**config.mk**
```make
export PLATFORM = sky130hd
export DESIGN_NAME = matrix_frame_top
export DESIGN_NICKNAME = d
export VERILOG_FILES = /design/src/matrix_pkg.sv /design/src/cmd_decoder.sv /design/src/frame_buffer.sv /design/src/frame_loader.sv /design/src/matrix_frame_top.sv
export VERILOG_INCLUDE_DIRS = /design/src
export SDC_FILE = /design/constraint.sdc
export NUM_CORES = 1
export LEC_CHECK = 0
export BUFFER_PORTS_ARGS = -buffer_cell sky130_fd_sc_hd__buf_2
export CORE_MARGIN = 8
export CORE_UTILIZATION = 30
export CTS_BUF_LIST = sky130_fd_sc_hd__clkbuf_8
export DETAILED_ROUTE_END_ITERATION = 10
export PLACE_DENSITY_LB_ADDON = 0.25
export SETUP_SLACK_MARGIN = 0.02
export SLEW_MARGIN = 10
export SYNTH_ARGS = -nofsm -noshare
export SYNTH_HDL_FRONTEND = slang
export SYNTH_SLANG_ARGS = --single-unit
```
**constraint.sdc**
```tcl
create_clock -name clk -period 3.06 [get_ports clk]
set_input_delay 0.306 -clock clk [delete_from_list [all_inputs] [get_ports clk]]
set_output_delay 0.306 -clock clk [all_outputs]
set_load 0.01 [all_outputs]
```
**src/matrix_defs.svh**
```systemverilog
/* LED matrix frame definitions */

`ifndef MATRIX_DEFS_SVH
`define MATRIX_DEFS_SVH

// ====================
// frame geometry.
// ====================
`define MATRIX_WIDTH   4
`define MATRIX_HEIGHT  4
`define MATRIX_BPP     3

// counter widths for row, column and colour byte.
`define MATRIX_ROW_BITS  2
`define MATRIX_COL_BITS  2
`define MATRIX_PIX_BITS  2

// payload size and linear RAM address width.
`define MATRIX_FRAME_BYTES  (`MATRIX_WIDTH * `MATRIX_HEIGHT * `MATRIX_BPP)
`define MATRIX_ADDR_BITS    6

// ====================
// command codes.
// ====================
`define CMD_LOAD_FRAME  8'h01

`endif

```
**src/matrix_pkg.sv**
```systemverilog
/* LED matrix types */

`include "matrix_defs.svh"

package matrix_pkg;

    // ====================
    // data and coordinates.
    // ====================
    typedef logic [7:0] byte_t;

    typedef logic [`MATRIX_ROW_BITS-1:0] row_t;
    typedef logic [`MATRIX_COL_BITS-1:0] col_t;
    typedef logic [`MATRIX_PIX_BITS-1:0] pix_t;

    // linear byte address into the frame RAM.
    typedef logic [`MATRIX_ADDR_BITS-1:0] ram_addr_t;

    // ====================
    // state machines.
    // ====================
    typedef enum logic [0:0] {
        DEC_IDLE,
        DEC_PAYLOAD
    } decoder_state_t;

    typedef enum logic [1:0] {
        LOAD_PRIME,
        LOAD_STREAM,
        LOAD_DONE
    } loader_state_t;

endpackage

```
**src/cmd_decoder.sv**
```systemverilog
/* Command byte decoder */

`timescale 1ns/1ps

`include "matrix_defs.svh"

module cmd_decoder
    import matrix_pkg::*;
(
    input  logic  clk,
    input  logic  reset,
    input  byte_t byte_in,
    input  logic  byte_valid,
    input  logic  load_done,
    output logic  load_enable,
    output byte_t load_data,
    output logic  busy,
    output logic  frame_done,
    output logic  bad_cmd
);

    decoder_state_t state;

    logic is_load_cmd;

    assign is_load_cmd = (byte_in == `CMD_LOAD_FRAME);

    // a frame is in progress until the loader reports completion.
    assign busy = (state == DEC_PAYLOAD);

    // ====================
    // command FSM
    // ====================
    always_ff @(posedge clk) begin
        if (reset) begin
            state       <= DEC_IDLE;
            load_enable <= 1'b0;
            frame_done  <= 1'b0;
            bad_cmd     <= 1'b0;
        end else begin
            // pulses default low.
            load_enable <= 1'b0;
            frame_done  <= 1'b0;
            bad_cmd     <= 1'b0;

            case (state)
                DEC_IDLE: begin
                    if (byte_valid) begin
                        if (is_load_cmd) begin
                            state <= DEC_PAYLOAD;
                        end else begin
                            // unknown opcode, byte is dropped.
                            bad_cmd <= 1'b1;
                        end
                    end
                end

                DEC_PAYLOAD: begin
                    if (load_done) begin
                        frame_done <= 1'b1;
                        state      <= DEC_IDLE;
                    end else if (byte_valid) begin
                        load_enable <= 1'b1;
                    end
                end

                default: begin
                    state <= DEC_IDLE;
                end
            endcase
        end
    end

    // ====================
    // payload register
    // ====================
    // captured alongside the strobe so the loader sees both
    // on the same edge.
    always_ff @(posedge clk) begin
        if (byte_valid) begin
            load_data <= byte_in;
        end
    end

endmodule

```
**src/frame_buffer.sv**
```systemverilog
/* Frame RAM */

`timescale 1ns/1ps

`include "matrix_defs.svh"

module frame_buffer
    import matrix_pkg::*;
(
    input  logic  clk,
    input  logic  reset,
    input  row_t  row,
    input  col_t  column,
    input  pix_t  pixel,
    input  byte_t wr_data,
    input  logic  write_active,
    input  logic  access_toggle,
    input  logic  rd_en,
    input  row_t  rd_row,
    input  col_t  rd_column,
    input  pix_t  rd_pixel,
    output byte_t rd_data,
    output logic  rd_valid
);

    byte_t mem [`MATRIX_FRAME_BYTES];

    logic      toggle_seen;
    logic      write_req;
    ram_addr_t wr_addr;
    ram_addr_t rd_addr;

    // row-major, colour bytes packed per pixel.
    function automatic ram_addr_t linear_addr(row_t r, col_t c, pix_t p);
        return ram_addr_t'((r * `MATRIX_WIDTH + c) * `MATRIX_BPP + p);
    endfunction

    assign wr_addr = linear_addr(row, column, pixel);
    assign rd_addr = linear_addr(rd_row, rd_column, rd_pixel);

    // ====================
    // write side
    // ====================
    // each toggle edge from the loader is one byte.
    always_ff @(posedge clk) begin
        if (reset) begin
            toggle_seen <= 1'b0;
        end else begin
            toggle_seen <= access_toggle;
        end
    end

    assign write_req = write_active && (access_toggle != toggle_seen);

    always_ff @(posedge clk) begin
        if (write_req) begin
            mem[wr_addr] <= wr_data;
        end
    end

    // ====================
    // read side
    // ====================
    always_ff @(posedge clk) begin
        if (reset) begin
            rd_valid <= 1'b0;
        end else begin
            rd_valid <= rd_en;
        end
    end

    always_ff @(posedge clk) begin
        if (rd_en) begin
            rd_data <= mem[rd_addr];
        end
    end

endmodule

```
**src/frame_loader.sv**
```systemverilog
/* Frame write sequencer */

`timescale 1ns/1ps

`include "matrix_defs.svh"

module frame_loader
    import matrix_pkg::*;
(
    input  logic  clk,
    input  logic  reset,
    input  logic  load_enable,
    input  byte_t load_data,
    output row_t  row,
    output col_t  column,
    output pix_t  pixel,
    output byte_t wr_data,
    output logic  write_active,
    output logic  access_toggle,
    output logic  load_done
);

    // top corner of the frame, where the walk starts.
    localparam row_t ROW_MAX = row_t'(`MATRIX_HEIGHT - 1);
    localparam col_t COL_MAX = col_t'(`MATRIX_WIDTH - 1);
    localparam pix_t PIX_MAX = pix_t'(`MATRIX_BPP - 1);

    loader_state_t state;

    row_t next_row;
    col_t next_column;
    pix_t next_pixel;
    logic last_byte;

    // ====================
    // down counters
    // ====================
    // pixel counts fastest, then column, then row.
    always_comb begin
        next_row    = row;
        next_column = column;
        next_pixel  = pixel;
        if (pixel != '0) begin
            next_pixel = pixel - 1'b1;
        end else begin
            next_pixel = PIX_MAX;
            if (column != '0) begin
                next_column = column - 1'b1;
            end else begin
                next_column = COL_MAX;
                next_row    = row - 1'b1;
            end
        end
    end

    // next byte lands on the zero corner.
    assign last_byte = (next_row == '0) && (next_column == '0) && (next_pixel == '0);

    // ====================
    // sequencer FSM
    // ====================
    always_ff @(posedge clk) begin
        if (reset) begin
            state         <= LOAD_PRIME;
            row           <= '0;
            column        <= '0;
            pixel         <= '0;
            write_active  <= 1'b0;
            access_toggle <= 1'b0;
            load_done     <= 1'b0;
        end else begin
            case (state)
                LOAD_PRIME: begin
                    if (load_enable) begin
                        row           <= ROW_MAX;
                        column        <= COL_MAX;
                        pixel         <= PIX_MAX;
                        write_active  <= 1'b1;
                        access_toggle <= ~access_toggle;
                        state         <= LOAD_STREAM;
                    end
                end

                LOAD_STREAM: begin
                    if (load_enable) begin
                        row           <= next_row;
                        column        <= next_column;
                        pixel         <= next_pixel;
                        access_toggle <= ~access_toggle;
                        if (last_byte) begin
                            state <= LOAD_DONE;
                        end
                    end
                end

                LOAD_DONE: begin
                    // hold one cycle so the buffer sees the final toggle.
                    if (!load_done) begin
                        load_done    <= 1'b1;
                        write_active <= 1'b0;
                    end else begin
                        load_done <= 1'b0;
                        state     <= LOAD_PRIME;
                    end
                end

                default: begin
                    state <= LOAD_PRIME;
                end
            endcase
        end
    end

    // write data follows each accepted byte.
    always_ff @(posedge clk) begin
        if (load_enable && (state != LOAD_DONE)) begin
            wr_data <= load_data;
        end
    end

endmodule

```
**src/matrix_frame_top.sv**
```systemverilog
/* LED matrix frame store */

`timescale 1ns/1ps

module matrix_frame_top
    import matrix_pkg::*;
(
    input  logic  clk,
    input  logic  reset,
    input  byte_t byte_in,
    input  logic  byte_valid,
    input  logic  rd_en,
    input  row_t  rd_row,
    input  col_t  rd_column,
    input  pix_t  rd_pixel,
    output byte_t rd_data,
    output logic  rd_valid,
    output logic  busy,
    output logic  frame_done,
    output logic  bad_cmd
);

    // decoder to loader.
    logic  load_enable;
    byte_t load_data;
    logic  load_done;

    // loader to buffer.
    row_t  row;
    col_t  column;
    pix_t  pixel;
    byte_t wr_data;
    logic  write_active;
    logic  access_toggle;

    cmd_decoder i_decoder (
        .clk         (clk),
        .reset       (reset),
        .byte_in     (byte_in),
        .byte_valid  (byte_valid),
        .load_done   (load_done),
        .load_enable (load_enable),
        .load_data   (load_data),
        .busy        (busy),
        .frame_done  (frame_done),
        .bad_cmd     (bad_cmd)
    );

    frame_loader i_loader (
        .clk           (clk),
        .reset         (reset),
        .load_enable   (load_enable),
        .load_data     (load_data),
        .row           (row),
        .column        (column),
        .pixel         (pixel),
        .wr_data       (wr_data),
        .write_active  (write_active),
        .access_toggle (access_toggle),
        .load_done     (load_done)
    );

    frame_buffer i_buffer (
        .clk           (clk),
        .reset         (reset),
        .row           (row),
        .column        (column),
        .pixel         (pixel),
        .wr_data       (wr_data),
        .write_active  (write_active),
        .access_toggle (access_toggle),
        .rd_en         (rd_en),
        .rd_row        (rd_row),
        .rd_column     (rd_column),
        .rd_pixel      (rd_pixel),
        .rd_data       (rd_data),
        .rd_valid      (rd_valid)
    );

endmodule

```
## Word level (Yosys, flattened, before mapping)

Memories as Yosys holds them, arrays and structs flattened. A register that Yosys moved wholly into a read port is not among the register bits.
Index checks and enable logic that the tools add are counted.

- Reductions and logical operators: 20
- Shifts and indexed selects: 0
- Bitwise gates (word level): 3
- Add/subtract/negate cells: 7
- Equal/unequal tests: 10
- Divide/modulo/power cells: 0
- $mul: 2
- Multiplexer cells: 30
- Order comparisons: 0

Operators by type and width:

| operator | count |
|---|---|
| $mul A32 B2 Y6 const B | 2 |
| $mux W2 | 14 |
| $add A6 B2 Y6 | 2 |
| $pmux W2 S2 | 3 |
| $add A4 B2 Y5 | 2 |
| $mux W1 | 10 |
| $eq A8 B1 Y1 const B | 1 |
| $logic_not A2 Y1 | 4 |
| $ne A2 B2 Y1 const B | 4 |
| $reduce_bool A2 Y1 | 4 |
| $pmux W2 S3 | 1 |
| $reduce_and A3 Y1 | 2 |
| $reduce_or A3 Y1 | 2 |
| $sub A2 B1 Y2 const B | 3 |
| $logic_and A1 B1 Y1 | 4 |
| $ne A2 B1 Y1 const B | 2 |
| $pmux W1 S2 | 2 |
| $reduce_and A4 Y1 | 1 |
| $reduce_or A2 Y1 | 2 |
| $not A1 Y1 | 3 |
| $eq A2 B1 Y1 const B | 1 |
| $eq A2 B2 Y1 const B | 1 |
| $reduce_and A2 Y1 | 1 |
| $ne A1 B1 Y1 | 1 |

- Register bits: 33
- Logic and storage cells: 88
- Memories: 1
- Bits in latches: 0
- Output and inout bits: 12
- ROM bits: 0
- Bits in writable memories: 384
- Bits of input ports: 18

Memory list:

| name | words | bits a word | rd ports | clocked after Yosys merged registers in | wr ports | line | RTL |
|---|---|---|---|---|---|---|---|
| i_buffer.mem | 48 | 8 | 1 | 1 | 1 | frame_buffer.sv:26 | `` byte_t mem [`MATRIX_FRAME_BYTES]; `` |

## Longest topological paths before layout

Gate-level depths: netlist (run 1).

- Word-level depth: 9
- Mapped depth: 14
- Mapped depth without buffers: 11

## By module

A second synthesis (run 1) with hierarchy kept.

- Cell total of the unflattened synthesis: 895
- Area, all modules: 17071.4 um^2

Modules (own cells, without submodules):

| module | times used | area an instance (um^2) | cells each | sequential area each (um^2) |
|---|---|---|---|---|
| frame_buffer | 1 | 15874.0 | 798 | 11811.3 |
| frame_loader | 1 | 804.5 | 75 | 460.4 |
| cmd_decoder | 1 | 392.9 | 22 | 320.3 |

## Worst setup path before layout (run 1)

OpenSTA, ideal clock, no wires.

- Kind: input to register
- From: in rd_column[0]
- To: reg i_buffer.rd_data[0], read port of i_buffer.mem, data pin
- Stages: 14
- Path buffers: 4
- Data arrival time: 2.785 ns
- Library setup time: 0.257 ns
- Slack: 0.018 ns
- Cells stage by stage: inv_1 > fa_1 > inv_1 > ha_1 > inv_1 > fa_1 > buf_2 > buf_4 > buf_4 > buf_2 > mux2i_1 > nand2_1 > a21oi_1 > nor3_1

- Longest elaborated chain between the ends: 3

Ends and longest elaborated chain:

| item | line | RTL |
|---|---|---|
| start, declared | matrix_frame_top.sv:14 | `input col_t rd_column,` |
| $add A4 B2 Y5 | frame_buffer.sv:35 | `` return ram_addr_t'((r * `MATRIX_WIDTH + c) * `MATRIX_BPP + p); `` |
| $mul A32 B2 Y6 (no line) | -- |  |
| $add A6 B2 Y6 | frame_buffer.sv:35 |  |
| end, declared | frame_buffer.sv:22 | `output byte_t rd_data,` |

Every way passes these cells.
A chain may end at the register's enable or synchronous reset.

## Final worst setup path (run 1)

- From: in rd_column[1]
- To: reg i_buffer.rd_data[6], read port of i_buffer.mem, data pin

The elaborated chain is that of the path after synthesis.

==> flow_summary_export.csv, run 1 <==
group,metric,value,unit
status,status,"finished, final reports clean",
grt,grt_max_degree,49,
sta,hold_viol,0,
pwr,switching_share,0.245,
sta,final-setup-viol-count,0,
grt,overflow,0,
critical_path,cp_max_fo,8,
route,dr_total_vias,8997,
yosys,synth.most_common_cell,"edfxtp_1",
sta,setup_tns,0,ns
critical_path,path_buf_inv,6,
pwr,clkPwrFrac,0.375,
yosys,ys_top_cells_by_area,"edfxtp_1, mux4_2, mux2i_1",
sta,clock.fmax,0.333,GHz
sta,slew_violations,0,
yosys,synth-seq-area-share,0.737,
yosys,synth_cell_type_count,56,
yosys,synth_flop_cell,"edfxtp_1",
floorplanning,rows,87,
floorplanning,start_util,0.303,
critical_path,critPathArrivalTime,3.38,ns
sta,min_period_over_period,0.983,
run,maxCapViolCount,0,
critical_path,cp_slowest_stage_delay,0.94,ns
floorplanning,die_w,255,um
pwr,ir_drop,239,uV
yosys,synthArstFlopShare,0,
yosys,syn_area,17100,um^2
layout,nets,1160,
yosys,synthCells,901,
floorplanning,design.die.area,64900,um^2
route,drc,0,
yosys,syn_area_per_cell,19.0,um^2
route,postRouteAntennaNets,0,
placed_design,port_buffers,29,
sta,finClkSkew,0.0280,ns
route,drt_iter0_drc,762,
yosys,synth_edf_count,408,
yosys,synth_warnings,0,
critical_path,critPathRequiredTime,3.43,ns
clocking,cts_tree,"built",
layout,drive_gt1_frac,0.327,
critical_path,cp_slowest_cell,"fa_4",
critical_path,crit_path_start_kind,"input port",
floorplanning,core_area,56400,um^2
sta,relSlewSlack,0.285,
critical_path,critPathTopFamily,"adder cells",
pwr,p_int,0.00999,W
route,wl_per_cell,21.6,um
sta,worst_pin_slew,1.07,ns
layout,final_util,0.371,
yosys,synth_top_area_cell,"edfxtp_1",
placed_design,globalplace.congestion,0.823,
grt,first_global_vias,9362,
clocking,clk_latency,0.65,ns
critical_path,endpoint_kind,"flop",
clocking,clk_path_buf_depth,3,
sta,min_period,3.01,ns
yosys,syn-num-nets,941,
yosys,synth_common_cells,"edfxtp_1, mux4_2, nor2_1",
clocking,clockRootBuffer,"clkbuf_8",
critical_path,worstSetupPathType,"in2reg",
layout,syn2layout_area_growth,22.2,%
pwr,seq_power_share,0.481,
critical_path,cp_cell_sequence,"buf_6 -> inv_2 -> fa_1 -> inv_2 -> ha_4 -> inv_1 -> fa_4 -> buf_6 -> mux4_2 -> mux2i_2 -> nand2_1 -> a21oi_1 -> buf_4 -> nor3_1",
grt,grt_pass1_wl,61400,um
route,drtPass1Iterations,7,
floorplanning,die_h,255,um
worst_hold_path,hold_path_class,"in2reg",
layout,antenna-diode-count,0,
pwr,leakage,7.23,nW
clocking,clock_sinks,425,
clocking,clk_transition_reported_paths,0.06,ns
floorplanning,io_pins,30,
grt,track_usage,0.129,
placed_design,hpwl,27000,um
yosys,yosys.area.top_type_share,0.717,
route,viasPerCell,4.65,
clocking,cts_buffers,73,
yosys,ys_ff_latch,425,
clocking,cts_max_level,3,
route,routed_wirelength,41700,um
pwr,combPwrFrac,0.144,
pwr,powerDensity,633,nW/um^2
pwr,switching_power,0.00324,W
grt,antenna_found_initial,0,
sta,rsz0062_at_grt,"true",
## final cells by class
type	instances	area (um^2)
inverters	20	75.1
clock inverters	56	347
repair buffers	183	1560
fillers	5342	35500
well taps	756	946
multi-input cells	417	4310
clock buffers	77	1060
flip-flops and latches	425	12600
## layer usage
metal,wire (um),track usage,part of all wire
met1,19100,0.174,0.46
met2,19700,0.209,0.47
met3,1880,0.0254,0.045
met4,992,0.0429,0.024
met5,0,0,0
## cell families (layout without fill, tap and decap cells)
logic type      count (synthesis)  in the layout  synth area share
mux                           142            142             0.141
buf+inv                        59            336            0.0204
simple gates                  158            158            0.0430
flops                         425            425             0.737
xor+xnor                        7              7           0.00359
compound gates                 88             88            0.0373
fa+ha+maj                      22             22            0.0179
## placed cells by master (no fill, tap or decap), types with 6 or more instances in the layout
cell type        n
buf_4          122
a21oi_1         23
dlygate4sd3_1    9
clkinv_2         6
mux4_2          79
clkinv_1        19
mux2i_1         60
nand2b_1         7
buf_2           27
dfxtp_1         17
nor2b_1         10
buf_12          14
clkbuf_8        77
buf_6           10
o21ai_0          7
inv_1           38
nor2_1          74
nand3b_1         7
edfxtp_1       408
ha_1            15
a221o_1         13
nor3_1           8
nand2_1         21
## sequential cells by signal, indices dropped and copies added (netlist names), 2 cells and up
| name | count |
|---|---|
| i_loader.row | 2 |
| i_decoder.load_data | 8 |
| i_loader.wr_data | 8 |
| i_buffer.rd_data | 8 |
| i_buffer.mem | 384 |
| i_loader.state | 2 |
| i_loader.pixel | 2 |
| i_loader.column | 2 |
## stage by stage
stage	setup WS, ns	instances	power [W]	hold WS (ns)	cell area [um^2]
2_1_floorplan	0.0334	901	0.00752	0.378	17100
3_3_place_gp	-0.760	1780	0.00825	0.406	19100
3_5_place_dp	-0.794	1780	0.00825	0.405	19100
4_1_cts	0.0284	1922	0.0133	0.00872	20600
5_1_grt	-0.00239	1934	0.0137	0.0490	20900
6_report	0.0528	1934	0.0132	0.0469	20900
## power by group through the flow
| stage | combinational (W) | sequential, W | clock [W] |
|---|---|---|---|
| finish | 0.00190 | 0.00637 | 0.00496 |
| global route | 0.00202 | 0.00637 | 0.00534 |
| CTS | 0.00180 | 0.00637 | 0.00510 |
| detailed placement | 0.00176 | 0.00649 | 0 |
| global placement | 0.00176 | 0.00649 | 0 |
| floorplan | 0.00104 | 0.00648 | 0 |
## final timing paths
| kind | start | endpoint | slack (ns) | cells past startpoint |
|---|---|---|---|---|
| setup / recovery | rd_column[1] | i_buffer.rd_data[6]$_DFFE_PP_ | 0.05 | 14 |
| hold / removal | reset | i_loader.load_done$_SDFFE_PP0P_ | 0.05 | 2 |
| setup reg to reg | i_loader.column[0]$_SDFFE_PP0P_ | i_buffer.mem[21][3]$_DFFE_PP_ | 0.12 | 10 |
| hold reg to reg | i_decoder.load_data[5]$_DFFE_PP_ | i_loader.wr_data[5]$_DFFE_PP_ | 0.42 | 0 |
## repair_timing
item | 4_1_cts | 5_1_grt
endpoints found under the setup margin | 6 | 234
hold buffers | 9 | 0
hold endpoints to repair | 17 | 0
pin swaps | 1 | 16
gates cloned | 0 | 1
buffers inserted | 0 | 11
resized for setup | 7 | 40
(Power assumes the default switching activity.)
==> inputs of run 2 (changes only) <==
--- a/config.mk
+++ b/config.mk
@@ -11,7 +11,7 @@
 export CORE_UTILIZATION = 30
 export CTS_BUF_LIST = sky130_fd_sc_hd__clkbuf_8
 export DETAILED_ROUTE_END_ITERATION = 10
-export PLACE_DENSITY_LB_ADDON = 0.25
+export PLACE_DENSITY = 0.49
 export SETUP_SLACK_MARGIN = 0.02
 export SLEW_MARGIN = 10
 export SYNTH_ARGS = -nofsm -noshare
==> run 2 against run 1 <==
Via count rose by 0.57%. Combinational power decreased by 4%. Worst hold slack got worse by 0.0056 ns. Utilization shrank 0.27 points. Maximum frequency increased by 1.9%. Critical path depth shrank 1. Clock skew shrank 0.0045 ns. Total power is 2.3% lower. Non-clock buffer count grew 4. Critical endpoint is now i_buffer.rd_data[0]$_DFFE_PP_. Largest cell class unchanged. Highest routed layer unchanged.
==> flow_summary_export.csv, run 2 (synthesized netlist as in run 1, its figures left out) <==
group,metric,value,unit
status,status,"finished, final reports clean",
floorplanning,die_w,255,um
route,drtPass1Iterations,5,
pwr,combPwrFrac,0.141,
layout,stdcell_count,1939,
clocking,cts_max_level,3,
layout,syn2layout_area_growth,21.3,%
floorplanning,core_area,56400,um^2
sta,clock.fmax,0.339,GHz
pwr,total_power,0.0129,W
critical_path,cp_max_fo,10,
layout,antenna-diode-count,0,
sta,slew_violations,0,
critical_path,critPathRequiredTime,3.44,ns
route,wl_per_cell,22.1,um
layout,drive_gt1_frac,0.314,
sta,final-setup-viol-count,0,
pwr,ir_drop,259,uV
placed_design,globalplace.congestion,0.814,
layout,final_common_cell,"edfxtp_1",
sta,rsz0062_at_grt,"true",
critical_path,worstSetupPathType,"in2reg",
grt,grt_pass1_wl,62700,um
route,postRouteAntennaNets,0,
layout,nFillCells,5364,
route,viasPerCell,4.67,
run,maxCapViolCount,0,
grt,overflow,0,
sta,min_period,2.95,ns
pwr,seq_power_share,0.493,
layout,largest_reg_flops,384,
clocking,clk_path_buf_depth,3,
placed_design,placed_cells,1794,
pwr,leakage,7.21,nW
clocking,cts_buffers,73,
placed_design,port_buffers,29,
critical_path,endpoint_kind,"flop",
layout,final_util,0.368,
pwr,switching_power,0.00320,W
worst_hold_path,hold_path_class,"in2reg",
clocking,cts_tree,"built",
layout,top_register,"i_buffer.mem",
floorplanning,design.die.area,64900,um^2
clocking,clockRootBuffer,"clkbuf_8",
critical_path,crit_path_start_kind,"input port",
route,dr_total_vias,9048,
pwr,switching_share,0.248,
layout,final_cell_mix,"edfxtp_1, buf_4, mux4_2, clkbuf_8, nor2_1",
route,drt_iter0_drc,675,
clocking,clock_sinks,425,
grt,track_usage,0.133,
sta,hold_viol,0,
critical_path,critPathArrivalTime,3.33,ns
layout,nets,1164,
pwr,p_int,0.00972,W
floorplanning,start_util,0.303,
sta,setup_tns,0,ns
pwr,powerDensity,623,nW/um^2
clocking,clk_transition_reported_paths,0.06,ns
placed_design,hpwl,27600,um
grt,antenna_found_initial,0,
floorplanning,die_h,255,um
pwr,clkPwrFrac,0.366,
sta,relSlewSlack,0.404,
floorplanning,rows,87,
route,routed_wirelength,42800,um
grt,first_global_vias,9372,
sta,finClkSkew,0.0234,ns
floorplanning,io_pins,30,
route,drc,0,
sta,worst_pin_slew,0.894,ns
grt,grt_max_degree,49,
sta,min_period_over_period,0.965,
clocking,clk_latency,0.64,ns
run 2: changes by cell type in the layout (fill, tap and decap cells not counted), moves of 3 or more:
| cell | delta |
|---|---|
| inv_2 | -4 |
| buf_6 | -6 |
| a21oi_1 | +3 |
| clkinv_1 | -3 |
| buf_4 | +11 |
| a21oi_2 | -3 |
| mux2i_2 | -3 |
| mux2i_1 | +3 |
| inv_1 | +10 |
| inv_6 | -4 |
| bufinv_16 | -3 |
run 2: repair_timing:
| item | in CTS | in global routing |
|---|---|---|
| setup buffers | 0 | 2 |
| resized for setup | 1 | 20 |
| endpoints found under the hold margin | 8 | 0 |
| pin swaps | 0 | 1 |
| hold buffers | 8 | 0 |
| cloned | 0 | 1 |
| endpoints found under the setup margin | 1 | 74 |
run 2: critical path, stage by stage:
cell,delay [ns]
buf_2,0.18
inv_1,0.09
fa_1,0.45
inv_1,0.10
ha_4,0.13
inv_1,0.04
fa_4,0.84
buf_4,0.18
clkbuf_16,0.17
mux4_2,0.32
mux2i_1,0.16
a22o_1,0.28
nor3_1,0.08
run 2: cell type report:
class	instances	area [um^2]	area share
Sequential cell	425	12600	0.607
Multi-Input combinational cell	417	4250	0.205
Clock buffer	79	1090	0.0524
Inverter	20	75.1	0.00362
Timing Repair Buffer	187	1530	0.0740
Clock inverter	55	250	0.0121
Tap cell	756	946	0.0456
run 2: layer usage:
metal  up-vias  routed length [um]  global-route usage
li1       4081                   -                   -
met1      4717               19700               0.179
met2       197               20300               0.212
met3        53                2020              0.0300
met4         0                 744              0.0422
met5         -                   0                   0
run 2: through the flow:
step	cell area, um^2	hold slack (ns)	setup slack, ns
after floorplan	17100	0.378	0.0334
after global placement	19200	0.406	-0.692
after detailed placement	19200	0.408	-0.680
after CTS	20600	0.000283	0.0267
after global routing	20700	0.0210	0.00276
final	20700	0.0413	0.108
run 2: power by group through the flow:
stage	clock, W	combinational (W)	sequential, W
2_1_floorplan	0	0.00104	0.00648
5_1_grt	0.00511	0.00194	0.00636
4_1_cts	0.00487	0.00181	0.00636
3_3_place_gp	0	0.00178	0.00649
6_report	0.00473	0.00182	0.00636
3_5_place_dp	0	0.00179	0.00649
run 2: path summary, 6_finish.rpt:
kind                               startpoint                               to  slack (ns)  cells past startpoint
min reg2reg  i_decoder.load_data[5]$_DFFE_PP_    i_loader.wr_data[5]$_DFFE_PP_        0.42                      0
min                                     reset  i_loader.column[1]$_SDFFE_PP0P_        0.04                      2
max                              rd_column[1]    i_buffer.rd_data[0]$_DFFE_PP_        0.11                     13
max reg2reg   i_loader.column[0]$_SDFFE_PP0P_    i_buffer.mem[18][1]$_DFFE_PP_        0.14                     10
